$ cat src/common/rv_isa_pkg.sv
// RV32 instruction set definitions
`default_nettype none

package rv_isa_pkg;

	// ------------------------------
	// widths
	// ------------------------------

	// one data word, also used for addresses
	typedef logic [31:0] word_t;

	// register file index
	typedef logic [4:0] reg_idx_t;

	// major opcode field, instr[6:0]
	typedef logic [6:0] opcode_t;

	// ------------------------------
	// major opcodes
	// ------------------------------

	localparam opcode_t OP_REG    = 7'b0110011;
	localparam opcode_t OP_IMM    = 7'b0010011;
	localparam opcode_t OP_LOAD   = 7'b0000011;
	localparam opcode_t OP_STORE  = 7'b0100011;
	localparam opcode_t OP_BRANCH = 7'b1100011;
	localparam opcode_t OP_JAL    = 7'b1101111;

	// ------------------------------
	// funct3 codes
	// ------------------------------

	// add and sub share funct3, instr[30] picks sub
	localparam logic [2:0] F3_ADD_SUB = 3'b000;
	localparam logic [2:0] F3_SLT     = 3'b010;
	localparam logic [2:0] F3_OR      = 3'b110;
	localparam logic [2:0] F3_AND     = 3'b111;

	// branch compares
	localparam logic [2:0] F3_BEQ = 3'b000;
	localparam logic [2:0] F3_BNE = 3'b001;

	// alu operations
	typedef enum logic [2:0] {
		ALU_ADD,
		ALU_SUB,
		ALU_AND,
		ALU_OR,
		ALU_SLT
	} alu_op_e;

	// addi x0, x0, 0
	localparam word_t NOP_INSTR = 32'h0000_0013;

endpackage

`default_nettype wire

$ cat src/common/rv_pipe_pkg.sv
// Pipeline packets and handshake states
`default_nettype none

package rv_pipe_pkg;

	// decoded control bits
	typedef struct packed {
		logic                reg_write;
		logic                mem_read;
		logic                mem_write;
		logic                alu_src_imm;
		logic                branch;
		logic                branch_ne;
		logic                jump;
		rv_isa_pkg::alu_op_e alu_op;
	} ctrl_t;

	// decode to execute
	typedef struct packed {
		logic                 valid;
		ctrl_t                ctrl;
		rv_isa_pkg::word_t    pc;
		rv_isa_pkg::word_t    link;
		rv_isa_pkg::reg_idx_t rs1;
		rv_isa_pkg::reg_idx_t rs2;
		rv_isa_pkg::reg_idx_t rd;
		rv_isa_pkg::word_t    rs1_data;
		rv_isa_pkg::word_t    rs2_data;
		rv_isa_pkg::word_t    imm;
	} id_ex_t;

	// execute to result, alu_result carries the link for jal
	typedef struct packed {
		logic                 valid;
		logic                 reg_write;
		logic                 mem_read;
		logic                 mem_write;
		rv_isa_pkg::reg_idx_t rd;
		rv_isa_pkg::word_t    alu_result;
		rv_isa_pkg::word_t    store_data;
	} ex_res_t;

	// result back to execute and the register file write port
	typedef struct packed {
		logic                 valid;
		rv_isa_pkg::reg_idx_t rd;
		rv_isa_pkg::word_t    data;
	} fwd_t;

	// execute back to decode
	typedef struct packed {
		logic              taken;
		rv_isa_pkg::word_t target;
	} redirect_t;

	// data port four-phase handshake
	typedef enum logic [1:0] {
		HS_IDLE,
		HS_REQ,
		HS_DROP
	} hs_state_e;

endpackage

`default_nettype wire

$ cat src/logic/rv_regfile.sv
// Integer register file
`default_nettype none

module rv_regfile (
	input  logic                 clk,
	input  logic                 rst_n,
	input  rv_isa_pkg::reg_idx_t rs1,
	input  rv_isa_pkg::reg_idx_t rs2,
	input  rv_pipe_pkg::fwd_t    wb,
	output rv_isa_pkg::word_t    rs1_data,
	output rv_isa_pkg::word_t    rs2_data
);

	import rv_isa_pkg::*;

	// x0 has no storage
	word_t regs [1:31];
	logic  wr_en;

	// one read port, same-cycle write passes straight through
	function automatic word_t read_port(input reg_idx_t idx);
		if (idx == '0) begin
			return '0;
		end
		if (wb.valid && (wb.rd == idx)) begin
			return wb.data;
		end
		return regs[idx];
	endfunction

	assign wr_en = rst_n && wb.valid && (wb.rd != '0);

	always_ff @(posedge clk) begin
		if (wr_en) begin
			regs[wb.rd] <= wb.data;
		end
	end

	always_comb begin
		rs1_data = read_port(rs1);
		rs2_data = read_port(rs2);
	end

	// a write aimed at x0 leaves it reading zero afterwards
	a_x0_zero: assert property (@(posedge clk) disable iff (!rst_n)
		wb.valid && (wb.rd == '0) |=> ((rs1 != '0) || (rs1_data == '0))
			&& ((rs2 != '0) || (rs2_data == '0)));

endmodule

`default_nettype wire

$ cat src/core/rv_decode.sv
// Fetch and decode stage
`default_nettype none

module rv_decode #(
	parameter int IMEM_AW = 10
) (
	input  logic                   clk,
	input  logic                   rst_n,
	input  logic                   stall,
	input  rv_pipe_pkg::redirect_t redirect,
	output logic [IMEM_AW-1:0]     imem_addr,
	input  rv_isa_pkg::word_t      imem_data,
	output rv_isa_pkg::reg_idx_t   rs1,
	output rv_isa_pkg::reg_idx_t   rs2,
	input  rv_isa_pkg::word_t      rs1_data,
	input  rv_isa_pkg::word_t      rs2_data,
	output rv_pipe_pkg::id_ex_t    id_ex
);

	import rv_isa_pkg::*;
	import rv_pipe_pkg::*;

	word_t      pc;
	word_t      instr;
	opcode_t    opcode;
	logic [2:0] funct3;
	logic       known;
	ctrl_t      ctrl;
	word_t      imm;
	id_ex_t     id_next;

	// ------------------------------
	// fetch
	// ------------------------------

	assign imem_addr = pc[IMEM_AW+1:2];

	// slot behind a taken branch is squashed to a nop
	assign instr  = redirect.taken ? NOP_INSTR : imem_data;
	assign opcode = instr[6:0];
	assign funct3 = instr[14:12];
	assign rs1    = instr[19:15];
	assign rs2    = instr[24:20];

	// ------------------------------
	// decode
	// ------------------------------

	always_comb begin
		ctrl  = '0;
		known = 1'b1;
		imm   = '0;
		case (opcode)
			OP_REG, OP_IMM: begin
				ctrl.reg_write   = 1'b1;
				ctrl.alu_src_imm = (opcode == OP_IMM);
				imm              = {{20{instr[31]}}, instr[31:20]};
				case (funct3)
					F3_ADD_SUB: begin
						ctrl.alu_op = (opcode == OP_REG && instr[30]) ? ALU_SUB : ALU_ADD;
					end
					F3_SLT:  ctrl.alu_op = ALU_SLT;
					F3_OR:   ctrl.alu_op = ALU_OR;
					F3_AND:  ctrl.alu_op = ALU_AND;
					default: known = 1'b0;
				endcase
			end
			OP_LOAD: begin
				ctrl.reg_write   = 1'b1;
				ctrl.mem_read    = 1'b1;
				ctrl.alu_src_imm = 1'b1;
				imm              = {{20{instr[31]}}, instr[31:20]};
			end
			OP_STORE: begin
				ctrl.mem_write   = 1'b1;
				ctrl.alu_src_imm = 1'b1;
				imm              = {{20{instr[31]}}, instr[31:25], instr[11:7]};
			end
			OP_BRANCH: begin
				ctrl.branch    = 1'b1;
				ctrl.branch_ne = (funct3 == F3_BNE);
				ctrl.alu_op    = ALU_SUB;
				known          = (funct3 == F3_BEQ) || (funct3 == F3_BNE);
				imm = {{19{instr[31]}}, instr[31], instr[7], instr[30:25], instr[11:8], 1'b0};
			end
			OP_JAL: begin
				ctrl.reg_write = 1'b1;
				ctrl.jump      = 1'b1;
				imm = {{11{instr[31]}}, instr[31], instr[19:12], instr[20], instr[30:21], 1'b0};
			end
			default: known = 1'b0;
		endcase
	end

	always_comb begin
		id_next.valid    = known && !redirect.taken;
		id_next.ctrl     = ctrl;
		id_next.pc       = pc;
		id_next.link     = pc + 32'd4;
		id_next.rs1      = rs1;
		id_next.rs2      = rs2;
		id_next.rd       = instr[11:7];
		id_next.rs1_data = rs1_data;
		id_next.rs2_data = rs2_data;
		id_next.imm      = imm;
	end

	// ------------------------------
	// pc and packet to execute
	// ------------------------------

	always_ff @(posedge clk) begin
		if (!rst_n) begin
			pc          <= '0;
			id_ex.valid <= 1'b0;
			id_ex.ctrl  <= '0;
		end else if (!stall) begin
			pc    <= redirect.taken ? redirect.target : id_next.link;
			id_ex <= id_next;
		end
	end

endmodule

`default_nettype wire

$ cat src/core/rv_execute.sv
// Execute stage
`default_nettype none

module rv_execute (
	input  logic                   clk,
	input  logic                   rst_n,
	input  logic                   stall,
	input  rv_pipe_pkg::id_ex_t    id_ex,
	input  rv_pipe_pkg::fwd_t      fwd,
	output rv_pipe_pkg::ex_res_t   ex_res,
	output rv_pipe_pkg::redirect_t redirect
);

	import rv_isa_pkg::*;
	import rv_pipe_pkg::*;

	logic    fwd_a;
	logic    fwd_b;
	word_t   op_a;
	word_t   rs2_val;
	word_t   op_b;
	word_t   alu_out;
	logic    br_equal;
	ex_res_t ex_next;

	// ------------------------------
	// operand forwarding
	// ------------------------------

	// only the result stage can be ahead of us
	assign fwd_a = fwd.valid && (fwd.rd != '0) && (fwd.rd == id_ex.rs1);
	assign fwd_b = fwd.valid && (fwd.rd != '0) && (fwd.rd == id_ex.rs2);

	assign op_a    = fwd_a ? fwd.data : id_ex.rs1_data;
	assign rs2_val = fwd_b ? fwd.data : id_ex.rs2_data;
	assign op_b    = id_ex.ctrl.alu_src_imm ? id_ex.imm : rs2_val;

	// ------------------------------
	// alu
	// ------------------------------

	always_comb begin
		case (id_ex.ctrl.alu_op)
			ALU_SUB: alu_out = op_a - op_b;
			ALU_AND: alu_out = op_a & op_b;
			ALU_OR:  alu_out = op_a | op_b;
			ALU_SLT: alu_out = {31'd0, $signed(op_a) < $signed(op_b)};
			default: alu_out = op_a + op_b;
		endcase
	end

	// branch and jump resolution
	assign br_equal = (op_a == rs2_val);

	assign redirect.taken = id_ex.valid && (id_ex.ctrl.jump
		|| (id_ex.ctrl.branch && (br_equal != id_ex.ctrl.branch_ne)));
	assign redirect.target = id_ex.pc + id_ex.imm;

	always_comb begin
		ex_next.valid      = id_ex.valid;
		ex_next.reg_write  = id_ex.ctrl.reg_write;
		ex_next.mem_read   = id_ex.ctrl.mem_read;
		ex_next.mem_write  = id_ex.ctrl.mem_write;
		ex_next.rd         = id_ex.rd;
		// jal writes its return address
		ex_next.alu_result = id_ex.ctrl.jump ? id_ex.link : alu_out;
		ex_next.store_data = rs2_val;
	end

	always_ff @(posedge clk) begin
		if (!rst_n) begin
			ex_res.valid     <= 1'b0;
			ex_res.reg_write <= 1'b0;
			ex_res.mem_read  <= 1'b0;
			ex_res.mem_write <= 1'b0;
		end else if (!stall) begin
			ex_res <= ex_next;
		end
	end

	// taken only from a valid slot, and decode squashes the slot behind it
	a_redirect_flush: assert property (@(posedge clk) disable iff (!rst_n)
		$past(redirect.taken && !stall) |-> $past(id_ex.valid) && !id_ex.valid);

endmodule

`default_nettype wire

$ cat src/core/rv_result.sv
// Result stage with data port handshake
`default_nettype none

module rv_result (
	input  logic                 clk,
	input  logic                 rst_n,
	input  rv_pipe_pkg::ex_res_t ex_res,
	output logic                 dmem_req,
	output logic                 dmem_we,
	output rv_isa_pkg::word_t    dmem_addr,
	output rv_isa_pkg::word_t    dmem_wdata,
	input  logic                 dmem_ack,
	input  rv_isa_pkg::word_t    dmem_rdata,
	output logic                 stall,
	output rv_pipe_pkg::fwd_t    wb
);

	import rv_isa_pkg::*;
	import rv_pipe_pkg::*;

	hs_state_e state;
	hs_state_e state_next;
	logic      mem_op;
	word_t     load_data;

	assign mem_op = ex_res.valid && (ex_res.mem_read || ex_res.mem_write);

	// ------------------------------
	// four-phase handshake
	// ------------------------------

	always_comb begin
		state_next = state;
		case (state)
			HS_IDLE: if (mem_op) state_next = HS_REQ;
			HS_REQ:  if (dmem_ack) state_next = HS_DROP;
			HS_DROP: if (!dmem_ack) state_next = HS_IDLE;
			default: state_next = HS_IDLE;
		endcase
	end

	always_ff @(posedge clk) begin
		if (!rst_n) begin
			state <= HS_IDLE;
		end else begin
			state <= state_next;
		end
	end

	// rdata is only valid while ack is high
	always_ff @(posedge clk) begin
		if (state == HS_REQ && dmem_ack) begin
			load_data <= dmem_rdata;
		end
	end

	// req rises in the first result cycle of the access
	assign dmem_req   = (state == HS_REQ) || (state == HS_IDLE && mem_op);
	assign dmem_we    = dmem_req && ex_res.mem_write;
	assign dmem_addr  = ex_res.alu_result;
	assign dmem_wdata = ex_res.store_data;

	// pipeline moves on in the cycle ack is seen low again
	assign stall = mem_op && !(state == HS_DROP && !dmem_ack);

	// writeback
	assign wb.valid = ex_res.valid && ex_res.reg_write && !stall;
	assign wb.rd    = ex_res.rd;
	assign wb.data  = ex_res.mem_read ? load_data : ex_res.alu_result;

	// ack must already be low in the cycle req goes up
	a_req_after_ack: assert property (@(posedge clk) disable iff (!rst_n)
		$rose(dmem_req) |-> !$past(dmem_ack));

	a_req_stable: assert property (@(posedge clk) disable iff (!rst_n)
		dmem_req && $past(dmem_req) |-> $stable(dmem_addr) && $stable(dmem_we));

endmodule

`default_nettype wire

$ cat src/core/rv_core.sv
// Three-stage RV32 core
`default_nettype none

module rv_core #(
	parameter int IMEM_AW = 10
) (
	input  logic                clk,
	input  logic                rst_n,
	output logic [IMEM_AW-1:0]  imem_addr,
	input  rv_isa_pkg::word_t   imem_data,
	output logic                dmem_req,
	output logic                dmem_we,
	output rv_isa_pkg::word_t   dmem_addr,
	output rv_isa_pkg::word_t   dmem_wdata,
	input  logic                dmem_ack,
	input  rv_isa_pkg::word_t   dmem_rdata
);

	import rv_isa_pkg::*;
	import rv_pipe_pkg::*;

	id_ex_t    id_ex;
	ex_res_t   ex_res;
	fwd_t      wb;
	redirect_t redirect;
	logic      stall;
	reg_idx_t  rs1;
	reg_idx_t  rs2;
	word_t     rs1_data;
	word_t     rs2_data;

	rv_decode #(
		.IMEM_AW(IMEM_AW)
	) decode0 (
		.clk      (clk),
		.rst_n    (rst_n),
		.stall    (stall),
		.redirect (redirect),
		.imem_addr(imem_addr),
		.imem_data(imem_data),
		.rs1      (rs1),
		.rs2      (rs2),
		.rs1_data (rs1_data),
		.rs2_data (rs2_data),
		.id_ex    (id_ex)
	);

	rv_regfile regfile0 (
		.clk     (clk),
		.rst_n   (rst_n),
		.rs1     (rs1),
		.rs2     (rs2),
		.wb      (wb),
		.rs1_data(rs1_data),
		.rs2_data(rs2_data)
	);

	rv_execute execute0 (
		.clk     (clk),
		.rst_n   (rst_n),
		.stall   (stall),
		.id_ex   (id_ex),
		.fwd     (wb),
		.ex_res  (ex_res),
		.redirect(redirect)
	);

	rv_result result0 (
		.clk       (clk),
		.rst_n     (rst_n),
		.ex_res    (ex_res),
		.dmem_req  (dmem_req),
		.dmem_we   (dmem_we),
		.dmem_addr (dmem_addr),
		.dmem_wdata(dmem_wdata),
		.dmem_ack  (dmem_ack),
		.dmem_rdata(dmem_rdata),
		.stall     (stall),
		.wb        (wb)
	);

endmodule

`default_nettype wire

$ cat config.mk
export PLATFORM = sky130hd
export DESIGN_NAME = rv_core
export DESIGN_NICKNAME = d
export VERILOG_FILES = /design/src/common/rv_isa_pkg.sv /design/src/common/rv_pipe_pkg.sv /design/src/logic/rv_regfile.sv /design/src/core/rv_decode.sv /design/src/core/rv_execute.sv /design/src/core/rv_result.sv /design/src/core/rv_core.sv
export SDC_FILE = /design/constraint.sdc
export NUM_CORES = 2
export LEC_CHECK = 0
export BUFFER_PORTS_ARGS = -buffer_cell sky130_fd_sc_hd__buf_2
export CORE_UTILIZATION = 55
export CTS_BUF_LIST = sky130_fd_sc_hd__clkbuf_8
export DETAILED_ROUTE_END_ITERATION = 10
export PLACE_DENSITY = 0.69
export SLEW_MARGIN = 5
export SYNTH_ARGS = -nofsm -noshare
export SYNTH_HDL_FRONTEND = slang
export SYNTH_SLANG_ARGS = --single-unit
$ cat constraint.sdc
create_clock -name clk -period 11.6 [get_ports clk]
set_input_delay 3.48 -clock clk [delete_from_list [all_inputs] [get_ports clk]]
set_output_delay 3.48 -clock clk [all_outputs]
set_load 0.01 [all_outputs]
=== After elaboration in Yosys (flattened, before gate mapping) ===
Memories as Yosys holds them, arrays and structs flattened.
Index checks and enable logic that the tools add are counted.

* Word-level logic and storage cells: 141
* Bits in writable memories: 992
* Memories kept: 1
* Bits in latches: 0
* Flip-flop bits (word level): 325
* Output and inout bits: 76
* Input bits: 67
* Memory bits (read-only): 0

* Add/sub/neg operators: 4
* Reductions and logical operators: 40
* Shift operators: 0
* Div/mod/pow operators: 0
* Bitwise gates (word level): 3
* Muxes and demuxes: 40
* Multiply operators: 0
* Eq/ne operators: 25
* $lt $le $gt $ge: 1

{| class="wikitable"
|+ Memories
! memory !! words !! bits a word !! read ports !! clocked after memory_dff !! write ports !! line !! RTL
|-
| regfile0.regs || 31 || 32 || 2 || 0 || 1 || rv_regfile.sv:17 || <nowiki>word_t regs [1:31];</nowiki>
|}

{| class="wikitable"
|+ Operators with widths
! cell !! count
|-
| 32-bit 2-to-1 mux || 15
|-
| 32-bit case mux with 4 select lines || 2
|-
| 32-bit adder || 2
|-
| 32-bit by 3-bit adder with 32-bit output (second input constant) || 1
|-
| 32-bit bitwise AND || 1
|-
| 32-bit equality test || 1
|-
| 32-bit < comparator || 1
|-
| 32-bit OR || 1
|-
| 32-bit subtractor || 1
|-
| 5-bit equality test || 4
|-
| 1-bit logical AND || 19
|-
| 7-bit by 6-bit equality test with 1-bit output (second input constant) || 2
|-
| 7-bit equality test (second input constant) || 2
|-
| 1-bit 2-to-1 mux || 14
|-
| 3-bit case mux with 4 select lines || 1
|-
| 5-bit logical NOT || 2
|-
| 3-bit by 2-bit equality test with 1-bit output (second input constant) || 3
|-
| 3-bit equality test (second input constant) || 3
|-
| 2-bit 2-to-1 mux || 4
|-
| 4-bit OR reduction || 2
|-
| 7-bit by 2-bit equality test with 1-bit output (second input constant) || 1
|-
| 7-bit by 5-bit equality test with 1-bit output (second input constant) || 1
|-
| 3-bit by 1-bit equality test with 1-bit output (second input constant) || 2
|-
| 2-bit case mux with 3 select lines || 1
|-
| 18 further kinds || 27
|}

=== Depth between registers and ports, before layout ===
* Depth in word-level cells: 21
* Depth in mapped cells: 27
* Mapped depth without buffers: 24

=== Cells and area by module ===
Synthesis repeated with hierarchy kept, for this count alone.

* Cell total of the unflattened synthesis: 4,867
* Area total of the unflattened synthesis: 68,798.5 um2

{| class="wikitable"
|+ Modules (own cells, without submodules)
! module !! instances !! sequential area each (um2) !! area each (um2) !! cells an instance
|-
| rv_regfile || 1 || 29,788.6 || 47,191.5 || 2,789
|-
| rv_execute || 1 || 2,152.1 || 10,766.6 || 1,260
|-
| rv_decode || 1 || 5,725.5 || 8,680.8 || 664
|-
| rv_result || 1 || 1,001.0 || 2,159.6 || 154
|}

=== Least setup slack after synthesis ===
Ideal clock, no wire load.

* Kind: input to register
* From: input port dmem_ack
* To: register, netlist name decode0.id_ex[0]
* Library setup time: 0.582 ns
* Path slack: 2.373 ns
* Data required time: 11.018 ns
* Path buffers: 0
* Stages on the path: 4
* Arrival time: 8.645 ns
* Cells stage by stage: or3b_4 > nand2_1 > nand2_1 > inv_1

* Cells in the longest elaborated chain, start to end: 6

{| class="wikitable"
|+ Ends and longest elaborated chain
! item !! line !! RTL
|-
| start, declared || rv_core.sv:15 || <nowiki>input logic dmem_ack,</nowiki>
|-
| 1-bit logical NOT || -- ||
|-
| 1-bit logical AND || rv_result.sv:64 || <nowiki>assign stall = mem_op && !(state == HS_DROP && !dmem_ack);</nowiki>
|-
| 1-bit logical NOT || rv_result.sv:64 ||
|-
| 1-bit logical AND || rv_result.sv:64 ||
|-
| 1-bit inverter (no source line) || -- ||
|-
| 2-bit AND reduction (no source line) || -- ||
|}

No other way between the ends.
A chain may end at the register's enable or synchronous reset.

==> results.md <==
- Status: finished, final reports clean
- Async SR Flop Fraction: 0%
- Nets: around 6100
- TritonCTS Buffers: around 210
- Die width: about 360 um
- CP Capture Type: flip-flop
- Initial Util: a little under three fifths
- Fillers: 10000
- Cell-internal power: 7.82 mW
- Critical Path Most Common Cell: o21ai_0
- Final critical-path share of the clock period: between 80% and 90%
- Startpoint Class: input port
- WL per Instance: roughly 34 um
- Comb power frac: approximately 15%
- Main flop type after synthesis: edfxtp_1
- R2R Path End: decode0.id_ex[69]$_SDFFCE_PN0P_
- Reg2reg setup slack: roughly 3.7 ns
- Total of max-cap violations: 0
- Syn-to-layout area delta: 9.00%
- Drt pass-1 iters: 9
- Synth warnings: 0
- Crit-path slowest cell: o41ai_1
- Clk buf depth: 3
- Reg power frac: between 40% and 50%
- CTS sink cnt: about 1300
- CP required: 12.29 ns
- Overall Global Routing Usage: roughly 40%
- Post-synthesis sequential element count: about 1300
- Place WS: 1.51 ns
- Distinct cells, synth: 95
- Commonest non-fill, non-tap cell in the layout: edfxtp_1
- Critical-path maximum fanout: between 50 and 60
- RR Startpoint: execute0.ex_res[70]$_SDFFE_PN0N_
- Total Wirelength: 263 mm
- Worst-margin pin slew: 1.36 ns
- Hold path endpoint: execute0.ex_res[65]$_DFFE_PP_
- Sequential area share after synthesis: between 50% and 60%
- CTS tree: done
- Port Buf Inserts: around 140
- Total core area: 124000 um2
- Cell Pwr Density: approximately 150 nW/um2
- DRC violations left: 0
- Part of the power in the clock network: between 30% and 40%
- Row count: roughly 130
- Minimum clock period: 9.39 ns
- Die height: 357 um
- Top Ports: about 140
- Hold Crit Start: decode0.id_ex[97]$_DFFE_PP_
- DIE AREA: ~130000 um2
- Post-synth top area share: 54.4%
- Avg Inst Size Synth: roughly 12 um2
- Setup tns final: 0 ns
- Cts hold-fix bufs: 0
- Clk_lat worst skew: about 1 ns
- Via count: between 50000 and 60000
- Synth top area cells: edfxtp_1, mux2i_1, a21oi_1, mux4_2, o21ai_0
- Post-CTS Setup Inserts: 0
- Slowest cell delay on critical path: ~0.81 ns
- Post-DP HPWL: 165 mm
- Share of layout cells above drive strength 1: 15.5%
- Worst-path cell chain: buf_2, or3b_4, a21oi_4, nand4b_4, mux2i_1, o21ai_0, ha_1, inv_1, a21oi_1, o21ai_0, a2111oi_0, o31ai_1, a31oi_1, o41ai_1, a31oi_1, a21oi_1, a211o_1, nor2_1, a211o_1, a221oi_1, o21ai_0
- First-pass GRT wire length: between 300 and 400 mm
- R2R depth: 15
- Max Slew Vio Count: 0
- Vias in the first global route: a little over 50000
- Worst-path clk slew: 0.06 ns
- Max_slew headroom: a little under a tenth
- Largest net degree at the start of global routing: about 140
- Net Switching: 3.23 mW
- Aggregate global routing overflow: 0
- Leak Pwr: 26.9 nW
- H-tree lvl count: 4
- Worst Hold Class: reg -> reg
- Antenna Nets Post-Route: 0
- Cell count after synthesis: 5901
- Worst setup margin: between 2 and 2.5 ns
- Post-Syn Area: slightly below 70000 um2
- Average vias per placed instance: 7.16
- Worst vdd ir: 145 uV
- Skew final: 0.0601 ns
- Kind of critical path: in -> reg
- EDFF count, synth: 1255
- Initial drt markers: roughly 9400
- Fin. Hold Viols: 0
- Number of setup violations in the final report: 0
- RSZ-0062 raised after global routing: no
- Initial antenna violation count: 12
- CTS-repair resized insts: 0
- Switch share: between 20% and 30%
- Area leader, netlist: edfxtp_1
- Synthesized Nets: roughly 6100
- GP Congestion: 0.980
- Root buffer cell: clkbuf_8
- Max Freq: roughly 110 MHz
- Most frequent cells in the layout: edfxtp_1, a21oi_1, nand2_1
- Hold Crit Depth: 0
- Crit path DAT: roughly 10 ns
-- registers in the layout (all words and copies together) (netlist names) --
signal / flops
execute0.ex_res: 73
result0.load_data: 32
regfile0.regs: 992
decode0.pc: 32
result0.state: 2
decode0.id_ex: 173
-- power by group through the flow --
stage / Sequential, mW / Clock (mW) / Combinational (mW)
final: 5.51 / 3.85 / 1.70
after global routing: 5.51 / 4.05 / 1.77
after CTS: 5.50 / 3.85 / 1.62
after detailed placement: 5.60 / 0 / 1.62
after global placement: 5.60 / 0 / 1.60
after floorplan: 5.54 / 0 / 1.02
-- logic make-up (layout without fill, tap and decap cells) --
| family | count (synthesis) | count (layout) | share of synthesized area (%) |
|---|---|---|---|
| adders and majority gates | 134 | 134 | 2.44 |
| other | 0 | 2 | 0 |
| muxes | 613 | 613 | 10.9 |
| xor gates and xnor gates | 150 | 150 | 1.90 |
| DFF | 1304 | 1304 | 55.8 |
| and+or+nand+nor | 1347 | 1347 | 9.06 |
| buffers and inverters | 717 | 922 | 4.47 |
| AOI/OAI and AO/OA | 1636 | 1636 | 15.4 |
-- worst max path at each step --
stage | from | to | slack, ns | depth (start not counted)
after floorplan | dmem_ack | decode0.id_ex[0]$_DFFE_PP_ | 2.37 | 4
after global placement | dmem_ack | execute0.ex_res[61]$_DFFE_PP_ | 1.60 | 18
after detailed placement | dmem_ack | execute0.ex_res[61]$_DFFE_PP_ | 1.51 | 21
after CTS | dmem_ack | execute0.ex_res[61]$_DFFE_PP_ | 2.53 | 21
after global routing | dmem_ack | execute0.ex_res[54]$_DFFE_PP_ | 1.93 | 24
final | dmem_ack | execute0.ex_res[61]$_DFFE_PP_ | 2.21 | 21
-- layer usage --
| layer | wire length [um] | share of wire [%] | global-route usage [%] |
|---|---|---|---|
| met1 | 93300 | 35 | 52.6 |
| met2 | 112000 | 42 | 58.9 |
| met3 | 39500 | 15 | 13.5 |
| met4 | 18400 | 7.0 | 24.0 |
| met5 | 161 | 0.061 | 0 |
-- through the flow --
stage	instance area, um2	hold slack (ns)	utilization (%)	power [mW]	instances
floorplan	69300	0.400	-	6.56	5901
global placement	71600	0.404	57.6	7.20	7351
detailed placement	71600	0.409	57.6	7.22	7351
CTS	75500	0.424	60.8	11.0	7743
global route	75500	0.424	60.8	11.3	7744
finish	75500	0.421	60.8	11.1	7745
-- cell usage after synthesis (18+ instances only) --
library cell  number
o2bb2ai_1         33
nor3_1            67
o211ai_1          56
nand2b_1          40
nor2b_1           20
a32o_1            32
mux2_2           149
and2_1            22
a211oi_1          78
o22a_1            21
o21ai_0          353
mux2i_1          366
a21oi_1          471
dfxtp_1           49
o221ai_1          57
nand3b_1          22
clkbuf_1         295
xnor2_1          108
nor4_1            74
xor2_1            42
nand3_1           65
a31oi_1           79
edfxtp_1        1255
buf_2             64
and3_1            70
or3_1             59
mux4_2            98
a311o_1           36
a2111oi_0         24
buf_4             83
buf_1             60
nand2_1          460
ha_1             128
nand4_1           26
o21ai_1           18
o22ai_1           67
nor2_1           382
a221oi_1          66
inv_1            206
o31ai_1           43
a21o_1            25
-- final cells by class --
| type | instances | area [um2] | area share (%) |
|---|---|---|---|
| Sequential cell | 1304 | 38700 | 51.2 |
| Tap cell | 1637 | 2050 | 2.71 |
| Clock inverter | 176 | 987 | 1.31 |
| Timing Repair Buffer | 317 | 2140 | 2.83 |
| Multi-Input combinational cell | 3880 | 27900 | 36.9 |
| Clock buffer | 216 | 2970 | 3.94 |
| Antenna cell | 2 | 5.00 | 0.00663 |
| Inverter | 213 | 807 | 1.07 |
-- worst max-delay path, delay by kind of cell --
kind / cells / cell delay [ns]
simple gates: 3 / 1.16
compound gates: 14 / 4.17
fa+ha+maj: 1 / 0.44
buf+inv: 2 / 0.20
mux: 1 / 0.59
No activity file was read; power rests on OpenSTA's default activity.
